<file path="src/verilog/pnp_pkg.sv">
// pnp package with system bus widths, address map and the fixed plug-and-play device table
`default_nettype none

package pnp_pkg;

  localparam int addr_w        = 13;  // byte address
  localparam int data_w        = 64;
  localparam int strb_w        = 8;
  localparam int sram_base_bit = 12;  // set selects the sram
  localparam int n_slots       = 2;   // pnp_regs and sram

  localparam logic [7:0] descr_size = 8'd32;  // 4 words of 8 bytes

  typedef enum logic [1:0] {
    ARB_IDLE,
    ARB_BUS,
    ARB_RESP
  } arb_state_e;

  typedef enum logic [1:0] {
    DESCR_MASTER = 2'd1,
    DESCR_SLAVE  = 2'd2
  } descr_type_e;

  localparam logic [15:0] vendor_id   = 16'h00f1;
  localparam logic [15:0] dev_id_pnp  = 16'h0071;
  localparam logic [15:0] dev_id_sram = 16'h0073;

  // slot 0 is the register block, slot 1 the scratch memory
  localparam logic [15:0] dev_id [n_slots] = '{
    dev_id_pnp,
    dev_id_sram
  };

  localparam descr_type_e dev_type [n_slots] = '{
    DESCR_SLAVE,
    DESCR_SLAVE
  };

  localparam logic [63:0] dev_start [n_slots] = '{
    64'h0000_0000_0000_0000,
    64'h0000_0000_0000_1000
  };

  localparam logic [63:0] dev_end [n_slots] = '{
    64'h0000_0000_0000_0fff,
    64'h0000_0000_0000_1fff
  };

endpackage

`default_nettype wire

</file>
<file path="src/verilog/sysbus_if.sv">
// sysbus interface carrying one single-word access from the arbiter to a slave
`timescale 1ns/1ps
`default_nettype none

interface sysbus_if
  import pnp_pkg::*;
();

  logic              req;    // one-cycle pulse
  logic              write;
  logic [addr_w-1:0] addr;
  logic [data_w-1:0] wdata;
  logic [strb_w-1:0] wstrb;
  logic [data_w-1:0] rdata;  // one cycle after req

  modport master (
    output req,
    output write,
    output addr,
    output wdata,
    output wstrb,
    input  rdata
  );

  modport slave (
    input  req,
    input  write,
    input  addr,
    input  wdata,
    input  wstrb,
    output rdata
  );

endinterface

`default_nettype wire
</file>
<file path="src/verilog/pnp_regs.sv">
// pnp_regs, hardware configuration storage with ids, firmware words and device descriptors
`timescale 1ns/1ps
`default_nettype none

module pnp_regs
  import pnp_pkg::*;
#(
  parameter logic [31:0] hw_id       = 32'h2022_1123,
  parameter logic [3:0]  cpu_max     = 4'd1,
  parameter logic        l2cache_ena = 1'b1,
  parameter logic [7:0]  irq_max     = 8'd127
) (
  input  logic     sys_clk,
  input  logic     nrst,
  sysbus_if.slave  bus,
  output logic     o_irq  // self-test, write into read-only field
);

  localparam int n_descr = 4 * n_slots;

  logic [8:0]        idx;
  logic              wr_en;
  logic              ro_hit;
  logic [31:0]       fw_id;
  logic [data_w-1:0] fw_word [2:7];
  logic [data_w-1:0] descr [0:n_descr-1];
  logic [data_w-1:0] cap_word;
  logic [data_w-1:0] rd_mux;
  logic              irq_q;

  assign idx    = bus.addr[11:3];  // word index
  assign wr_en  = bus.req & bus.write;
  assign ro_hit = wr_en & (idx == 9'd0) & (|bus.wstrb[3:0]);

  assign cap_word = {
    32'd0,
    cpu_max,
    3'd0,
    l2cache_ena,
    8'd0,
    8'(n_slots),
    irq_max
  };

  always_comb begin
    for (int k = 0; k < n_slots; k++) begin
      descr[4*k]   = {vendor_id, dev_id[k], 22'd0, dev_type[k], descr_size};
      descr[4*k+1] = '0;  // reserved
      descr[4*k+2] = dev_start[k];
      descr[4*k+3] = dev_end[k];
    end
  end

  always_comb begin
    rd_mux = '0;
    if (idx == 9'd0) begin
      rd_mux = {fw_id, hw_id};
    end else if (idx == 9'd1) begin
      rd_mux = cap_word;
    end else if (idx >= 9'd2 && idx <= 9'd7) begin
      rd_mux = fw_word[idx[2:0]];
    end else if (idx >= 9'd8 && int'(idx) < 8 + n_descr) begin
      rd_mux = descr[int'(idx) - 8];
    end
  end

  always_ff @(posedge sys_clk or negedge nrst) begin
    if (!nrst) begin
      fw_id     <= '0;
      irq_q     <= 1'b0;
      bus.rdata <= '0;
      for (int i = 2; i <= 7; i++) begin
        fw_word[i] <= '0;
      end
    end else begin
      irq_q <= ro_hit;
      if (bus.req) begin
        bus.rdata <= rd_mux;  // old value on a write
      end
      if (wr_en) begin
        if (idx == 9'd0 && (|bus.wstrb[7:4])) begin
          fw_id <= bus.wdata[63:32];
        end
        if (idx >= 9'd2 && idx <= 9'd7) begin
          fw_word[idx[2:0]] <= bus.wdata;  // full word, strobes ignored
        end
      end
    end
  end

  assign o_irq = irq_q;

  // accesses are spaced by the arbiter, so the pulse cannot stretch
  a_irq_pulse: assert property (@(posedge sys_clk) disable iff (!nrst)
    o_irq |=> !o_irq);

endmodule

`default_nettype wire

</file>
<file path="src/verilog/pnp_top.sv">
// pnp_top, host and debug ports sharing the system bus to the pnp registers and sram
`timescale 1ns/1ps
`default_nettype none

module pnp_top
  import pnp_pkg::*;
#(
  parameter logic [31:0] hw_id       = 32'h2022_1123,
  parameter logic [3:0]  cpu_max     = 4'd1,
  parameter logic        l2cache_ena = 1'b1,
  parameter logic [7:0]  irq_max     = 8'd127,
  parameter int          sram_words  = 64
) (
  input  logic              sys_clk,
  input  logic              nrst,
  input  logic              i_h_req,
  input  logic              i_h_write,
  input  logic [addr_w-1:0] i_h_addr,
  input  logic [data_w-1:0] i_h_wdata,
  input  logic [strb_w-1:0] i_h_wstrb,
  output logic              o_h_ack,
  output logic [data_w-1:0] o_h_rdata,
  input  logic              i_d_req,
  input  logic              i_d_write,
  input  logic [addr_w-1:0] i_d_addr,
  input  logic [data_w-1:0] i_d_wdata,
  input  logic [strb_w-1:0] i_d_wstrb,
  output logic              o_d_ack,
  output logic [data_w-1:0] o_d_rdata,
  output logic              o_irq
);

  sysbus_if pnp_bus ();
  sysbus_if sram_bus ();

  sysbus_arbiter u_arbiter (
    .sys_clk   (sys_clk),
    .nrst      (nrst),
    .i_h_req   (i_h_req),
    .i_h_write (i_h_write),
    .i_h_addr  (i_h_addr),
    .i_h_wdata (i_h_wdata),
    .i_h_wstrb (i_h_wstrb),
    .o_h_ack   (o_h_ack),
    .o_h_rdata (o_h_rdata),
    .i_d_req   (i_d_req),
    .i_d_write (i_d_write),
    .i_d_addr  (i_d_addr),
    .i_d_wdata (i_d_wdata),
    .i_d_wstrb (i_d_wstrb),
    .o_d_ack   (o_d_ack),
    .o_d_rdata (o_d_rdata),
    .pnp_bus   (pnp_bus),
    .sram_bus  (sram_bus)
  );

  pnp_regs #(
    .hw_id       (hw_id),
    .cpu_max     (cpu_max),
    .l2cache_ena (l2cache_ena),
    .irq_max     (irq_max)
  ) u_pnp_regs (
    .sys_clk (sys_clk),
    .nrst    (nrst),
    .bus     (pnp_bus),
    .o_irq   (o_irq)
  );

  sram_slave #(
    .sram_words (sram_words)
  ) u_sram (
    .sys_clk (sys_clk),
    .nrst    (nrst),
    .bus     (sram_bus)
  );

endmodule

`default_nettype wire

</file>
<file path="src/verilog/sram_slave.sv">
// sram_slave, scratch word memory with byte strobes and registered read data
`timescale 1ns/1ps
`default_nettype none

module sram_slave
  import pnp_pkg::*;
#(
  parameter int sram_words = 64  // power of two
) (
  input  logic    sys_clk,
  input  logic    nrst,
  sysbus_if.slave bus
);

  localparam int idx_w = $clog2(sram_words);

  logic [data_w-1:0] mem [0:sram_words-1];
  logic [idx_w-1:0]  idx;

  assign idx = bus.addr[3 +: idx_w];  // wraps at sram_words

  always_ff @(posedge sys_clk) begin
    if (bus.req && bus.write) begin
      for (int b = 0; b < strb_w; b++) begin
        if (bus.wstrb[b]) begin
          mem[idx][8*b +: 8] <= bus.wdata[8*b +: 8];
        end
      end
    end
  end

  always_ff @(posedge sys_clk or negedge nrst) begin
    if (!nrst) begin
      bus.rdata <= '0;
    end else if (bus.req) begin
      bus.rdata <= mem[idx];  // pre-write contents
    end
  end

  a_wr_strb: assert property (@(posedge sys_clk) disable iff (!nrst)
    bus.req && bus.write |-> |bus.wstrb);

endmodule

`default_nettype wire

</file>
<file path="src/verilog/sysbus_arbiter.sv">
// sysbus arbiter, round-robin between host and debug ports with slave decode
`timescale 1ns/1ps
`default_nettype none

module sysbus_arbiter
  import pnp_pkg::*;
(
  input  logic              sys_clk,
  input  logic              nrst,
  input  logic              i_h_req,
  input  logic              i_h_write,
  input  logic [addr_w-1:0] i_h_addr,
  input  logic [data_w-1:0] i_h_wdata,
  input  logic [strb_w-1:0] i_h_wstrb,
  output logic              o_h_ack,
  output logic [data_w-1:0] o_h_rdata,
  input  logic              i_d_req,
  input  logic              i_d_write,
  input  logic [addr_w-1:0] i_d_addr,
  input  logic [data_w-1:0] i_d_wdata,
  input  logic [strb_w-1:0] i_d_wstrb,
  output logic              o_d_ack,
  output logic [data_w-1:0] o_d_rdata,
  sysbus_if.master          pnp_bus,
  sysbus_if.master          sram_bus
);

  arb_state_e        state;
  logic              prefer_dbg;  // round-robin pointer
  logic              h_pend;
  logic              d_pend;
  logic              grant_dbg;
  logic              sel_dbg;     // winner of the current access
  logic              sel_sram;
  logic              cap_write;
  logic [addr_w-1:0] cap_addr;
  logic [data_w-1:0] cap_wdata;
  logic [strb_w-1:0] cap_wstrb;
  logic [data_w-1:0] resp_rdata;

  // a port still holds its old req in the ack cycle
  assign h_pend    = i_h_req & ~o_h_ack;
  assign d_pend    = i_d_req & ~o_d_ack;
  assign grant_dbg = d_pend & (~h_pend | prefer_dbg);

  always_ff @(posedge sys_clk or negedge nrst) begin
    if (!nrst) begin
      state      <= ARB_IDLE;
      prefer_dbg <= 1'b0;  // host first
      sel_dbg    <= 1'b0;
      sel_sram   <= 1'b0;
      o_h_ack    <= 1'b0;
      o_d_ack    <= 1'b0;
    end else begin
      o_h_ack <= 1'b0;
      o_d_ack <= 1'b0;
      case (state)
        ARB_IDLE: begin
          if (h_pend | d_pend) begin
            state      <= ARB_BUS;
            sel_dbg    <= grant_dbg;
            prefer_dbg <= ~grant_dbg;
            sel_sram   <= grant_dbg ? i_d_addr[sram_base_bit] : i_h_addr[sram_base_bit];
          end
        end
        ARB_BUS:  state <= ARB_RESP;
        ARB_RESP: begin
          state   <= ARB_IDLE;
          o_h_ack <= ~sel_dbg;
          o_d_ack <= sel_dbg;
        end
        default:  state <= ARB_IDLE;
      endcase
    end
  end

  always_ff @(posedge sys_clk) begin
    if (state == ARB_IDLE) begin
      cap_write <= grant_dbg ? i_d_write : i_h_write;
      cap_addr  <= grant_dbg ? i_d_addr  : i_h_addr;
      cap_wdata <= grant_dbg ? i_d_wdata : i_h_wdata;
      cap_wstrb <= grant_dbg ? i_d_wstrb : i_h_wstrb;
    end
    if (state == ARB_RESP) begin
      if (sel_dbg) begin
        o_d_rdata <= resp_rdata;
      end else begin
        o_h_rdata <= resp_rdata;
      end
    end
  end

  assign pnp_bus.req    = (state == ARB_BUS) & ~sel_sram;
  assign pnp_bus.write  = cap_write;
  assign pnp_bus.addr   = cap_addr;
  assign pnp_bus.wdata  = cap_wdata;
  assign pnp_bus.wstrb  = cap_wstrb;
  assign sram_bus.req   = (state == ARB_BUS) & sel_sram;
  assign sram_bus.write = cap_write;
  assign sram_bus.addr  = cap_addr;
  assign sram_bus.wdata = cap_wdata;
  assign sram_bus.wstrb = cap_wstrb;

  assign resp_rdata = sel_sram ? sram_bus.rdata : pnp_bus.rdata;

  a_one_ack: assert property (@(posedge sys_clk) disable iff (!nrst)
    !(o_h_ack && o_d_ack));
  a_one_bus: assert property (@(posedge sys_clk) disable iff (!nrst)
    !(pnp_bus.req && sram_bus.req));
  // a bus pulse comes straight out of idle, once per grant
  a_req_bus: assert property (@(posedge sys_clk) disable iff (!nrst)
    (pnp_bus.req || sram_bus.req) |-> state == ARB_BUS && $past(state) == ARB_IDLE);

endmodule

`default_nettype wire

</file>
<file path="config.mk">
export PLATFORM = sky130hd
export DESIGN_NAME = pnp_top
export DESIGN_NICKNAME = d
export VERILOG_FILES = /design/src/verilog/pnp_pkg.sv /design/src/verilog/sysbus_if.sv /design/src/verilog/pnp_regs.sv /design/src/verilog/pnp_top.sv /design/src/verilog/sram_slave.sv /design/src/verilog/sysbus_arbiter.sv
export SDC_FILE = /design/constraint.sdc
export NUM_CORES = 2
export LEC_CHECK = 0
export BUFFER_PORTS_ARGS = -buffer_cell sky130_fd_sc_hd__buf_2
export CAP_MARGIN = 40
export CORE_MARGIN = 2
export CORE_UTILIZATION = 45
export CTS_CLUSTER_SIZE = 16
export DETAILED_ROUTE_END_ITERATION = 16
export HOLD_SLACK_MARGIN = 0.05
export SETUP_SLACK_MARGIN = 0.4
export SYNTH_ARGS = -nofsm -noshare
export SYNTH_HDL_FRONTEND = slang
export SYNTH_SLANG_ARGS = --single-unit
export TNS_END_PERCENT = 1
</file>
<file path="constraint.sdc">
create_clock -name sys_clk -period 6.55 [get_ports sys_clk]
set_input_delay 1.31 -clock sys_clk [delete_from_list [all_inputs] [get_ports sys_clk]]
set_output_delay 1.31 -clock sys_clk [all_outputs]
set_load 0.005 [all_outputs]
</file>
==> key figures <==
Floorplan
  – Die Span Y: roughly 650 um
  – Die ar.: 429000 sq um
  – Area of the core: 423000 sq um
  – Die width: 655 um
  – Top Ports: between 300 and 400
  – Initial core utilization: 0.451
  – Rows: approximately 240

Power and ir drop
  – Total power: approximately 95 mW
  – Pleak: ~73 nW
  – Clock power share: 0.286
  – Worst vdd ir: 0.000549 V
  – Sw power: 33.5 mW
  – Sequential power share: 0.415
  – Cell-internal power: roughly 60 mW
  – Pwr dens: 439 nW/um^2
  – Sw Share: 0.351
  – Comb power frac: 0.299

Setup path
  – R2r setup slk: around 1700 ps
  – Crit path arrival time: roughly 5500 ps
  – Worst reg2reg path depth: 7
  – Data required time at the worst endpoint: between 7000 and 8000 ps
  – Slowest cell on crit path: edfxtp_1
  – Critical Path Sink Type: register
  – Startpoint Class: register
  – Critical Path Fanout Max: 29
  – Critical path type: reg -> reg
  – Worst path max stage delay: 930 ps
  – R2r endpoint: u_sram.mem[1][54]
  – Worst R2R Start: u_arbiter.pnp_bus.addr[3]
  – Cell Chain, Critical Path: buf_4 > nor3b_4 > buf_4 > nand2_1 > buf_16 > buf_4 > nor2_1
  – Worst path most repeated cell: buf_4

Logic synthesis
  – Yosys warning count: 0
  – Synthesized area: approximately 190000 sq um
  – Asr flop ratio synth: 0.114
  – Post-synthesis register bit count: between 4000 and 5000
  – Syn nets: roughly 11000
  – Mapped Cells: ~11000
  – Post-synth EDFFs: approximately 4300
  – Post-synth top flop: edfxtp_1
  – Distinct cells, synth: between 70 and 80
  – Mean Syn Cell Area: roughly 18 sq um
  – Sequential share of the synthesized area: 0.751

Drt
  – Iter 0 DRT Violations: approximately 18000
  – ANT nets after route: 0
  – Vias/cell: between 6 and 7
  – Routed wire length: around 630000 um
  – Wire per inst: ~36 um
  – DR vias: ~110k
  – DRC: 0
  – Detailed Routing Iterations Pass 1: 7

GRT
  – GRT overflow: 0
  – Global Route Usage Sum: 0.288
  – Vias in the first global route: 107000
  – Initial antenna violation count: 78
  – First-pass GRT wire length: 858000 um
  – Largest net degree at the start of global routing: 121

Clock network
  – CTS Hold Bufs: 0
  – CTS tree: yes
  – Post-CTS sizing: 0
  – H-Tree Depth: 5
  – Post-CTS Setup Inserts: 0
  – Num CTS Buffers: approximately 470
  – Max Buffers Root-to-Sink: 4
  – Clock slew at reported path FFs: about 60 ps
  – Clk root buf: clkbuf_16
  – Later-pin clock latency in the skew report: a little over 1000 ps
  – Clk sinks: just under 5000

Placement
  – GPL Wtd Cong: a little under 0.9
  – Minimum setup slack after placement: ~2000 ps
  – Detailed placement HPWL: just under 400000 um
  – Buffers on Ports: 300

Timing
  – Max frequency: between 0.2 and 0.25 GHz
  – Min cycle time layout: 4830 ps
  – Final Hold Fails: 0
  – Final setup TNS: 0 ps
  – Relative slew margins: 0.286
  – Setup Skew: approximately 73 ps
  – Slew @ Worst Pin: 1070 ps
  – Pins Over Slew Limit: 0
  – Setup-failing EPs final: 0
  – Fin crit share: 0.737
  – Final WS setup: around 1700 ps
  – RSZ-0062 raised after global routing: false

Cells and area
  – Final core occ: 0.514
  – Fraction of layout cells with a size suffix above 1: 0.236
  – Most frequent cells in the layout: 4306 x edfxtp_1, 842 x nor2_1, 757 x mux2_2
  – Layout Area Growth over Synthesis: 13.9%
  – Total Nets Final: between 10000 and 15000
  – Most common library cell in the layout ignoring fill and taps: edfxtp_1

Flow run
  – Max Cap Viol: 0

Min path
  – Class of the worst hold path: in -> async

Run status
  – Status: complete, no violations
[how the worst max path moves through the flow]
stage,to,startpoint
after floorplan,u_arbiter.o_h_ack,u_arbiter.state[0]
after global placement,u_sram.mem[1][52],u_arbiter.pnp_bus.addr[3]
after detailed placement,u_sram.mem[1][53],u_arbiter.pnp_bus.addr[3]
after CTS,u_sram.mem[1][54],u_arbiter.pnp_bus.addr[3]
after global routing,u_sram.mem[1][46],u_arbiter.pnp_bus.addr[3]
final,u_sram.mem[1][54],u_arbiter.pnp_bus.addr[3]
[final cells by class]
cell class | count | area (sq um)
inverters | 8 | 52.6
well taps | 5663 | 7090
flip-flops and latches | 4858 | 143000
fillers | 33900 | 206000
multi-input cells | 5164 | 44200
diodes | 74 | 185
clock inverters | 252 | 2390
repair buffers | 795 | 7150
clock buffers | 640 | 13100
[power groups by stage]
stage	clock network (mW)	registers (mW)	logic, mW
6_report	27.3	39.5	28.5
2_1_floorplan	0	40.9	13.4
4_1_cts	27.5	39.5	27.8
3_3_place_gp	0	40.1	26.6
5_1_grt	28.7	39.5	29.2
3_5_place_dp	0	40.1	27.7
[synthesized netlist by cell type, types with 116 or more instances]
master | n | share of area
nor2_1 | 851 | 0.017
mux2_2 | 757 | 0.045
mux4_2 | 392 | 0.046
mux2i_1 | 582 | 0.031
a21oi_1 | 298 | 0.0078
o221ai_1 | 116 | 0.0053
dfrtp_1 | 552 | 0.072
nand2_1 | 408 | 0.0080
o22ai_1 | 121 | 0.0040
o21ai_0 | 338 | 0.0089
clkbuf_1 | 296 | 0.0058
buf_2 | 279 | 0.0073
edfxtp_1 | 4306 | 0.68
a22oi_1 | 152 | 0.0060
a221oi_1 | 428 | 0.020
[metal layers]
layer,track usage,up-vias,wire [um]
li1,-,44600,-
met1,0.398,58700,242000
met2,0.421,7546,279000
met3,0.0782,1282,76800
met4,0.142,52,34300
met5,0,-,333
[state kept, by name (all words and copies together), names as in the netlist]
register and cells:
u_sram.bus.rdata 64, u_pnp_regs.fw_word 384, u_sram.mem 4096, u_pnp_regs.o_irq 1, u_pnp_regs.fw_id 32, u_arbiter.state 2
u_arbiter.o_d_rdata 64, u_arbiter.prefer_dbg 1, u_arbiter.sel_sram 1, u_arbiter.pnp_bus.addr 9, u_arbiter.o_h_rdata 64, u_pnp_regs.bus.rdata 64
u_arbiter.o_h_ack 1, u_arbiter.pnp_bus.write 1, u_arbiter.o_d_ack 1, u_arbiter.pnp_bus.wdata 64, u_arbiter.pnp_bus.wstrb 8, u_arbiter.sel_dbg 1
[cells by family (layout without fill, tap and decap cells)]
kind of cell	count (synthesis)	after routing	share of synthesized area
simple gates	1392	1392	0.0291
other cells	0	74	0
flops	4858	4858	0.751
buf+inv	762	1695	0.0195
compound gates	1973	1973	0.0744
mux	1795	1795	0.126
fa+ha+maj	4	4	0.000263
[stage by stage]
stage | instance area [sq um] | hold WS, ps | instances
after global routing | 217000 | 320 | 17400
after global placement | 199000 | 451 | 16300
after floorplan | 191000 | 435 | 10800
after CTS | 217000 | 281 | 17400
after detailed placement | 201000 | 465 | 16500
final | 217000 | 299 | 17500
[critical path, delay by kind of cell (launching register included)]
family	cells	cell delay, ps
buffers and inverters	4	1730
AND/OR/NAND/NOR	3	1710
flip-flops	1	930
Note: power is estimated with default switching activity, not from simulation.
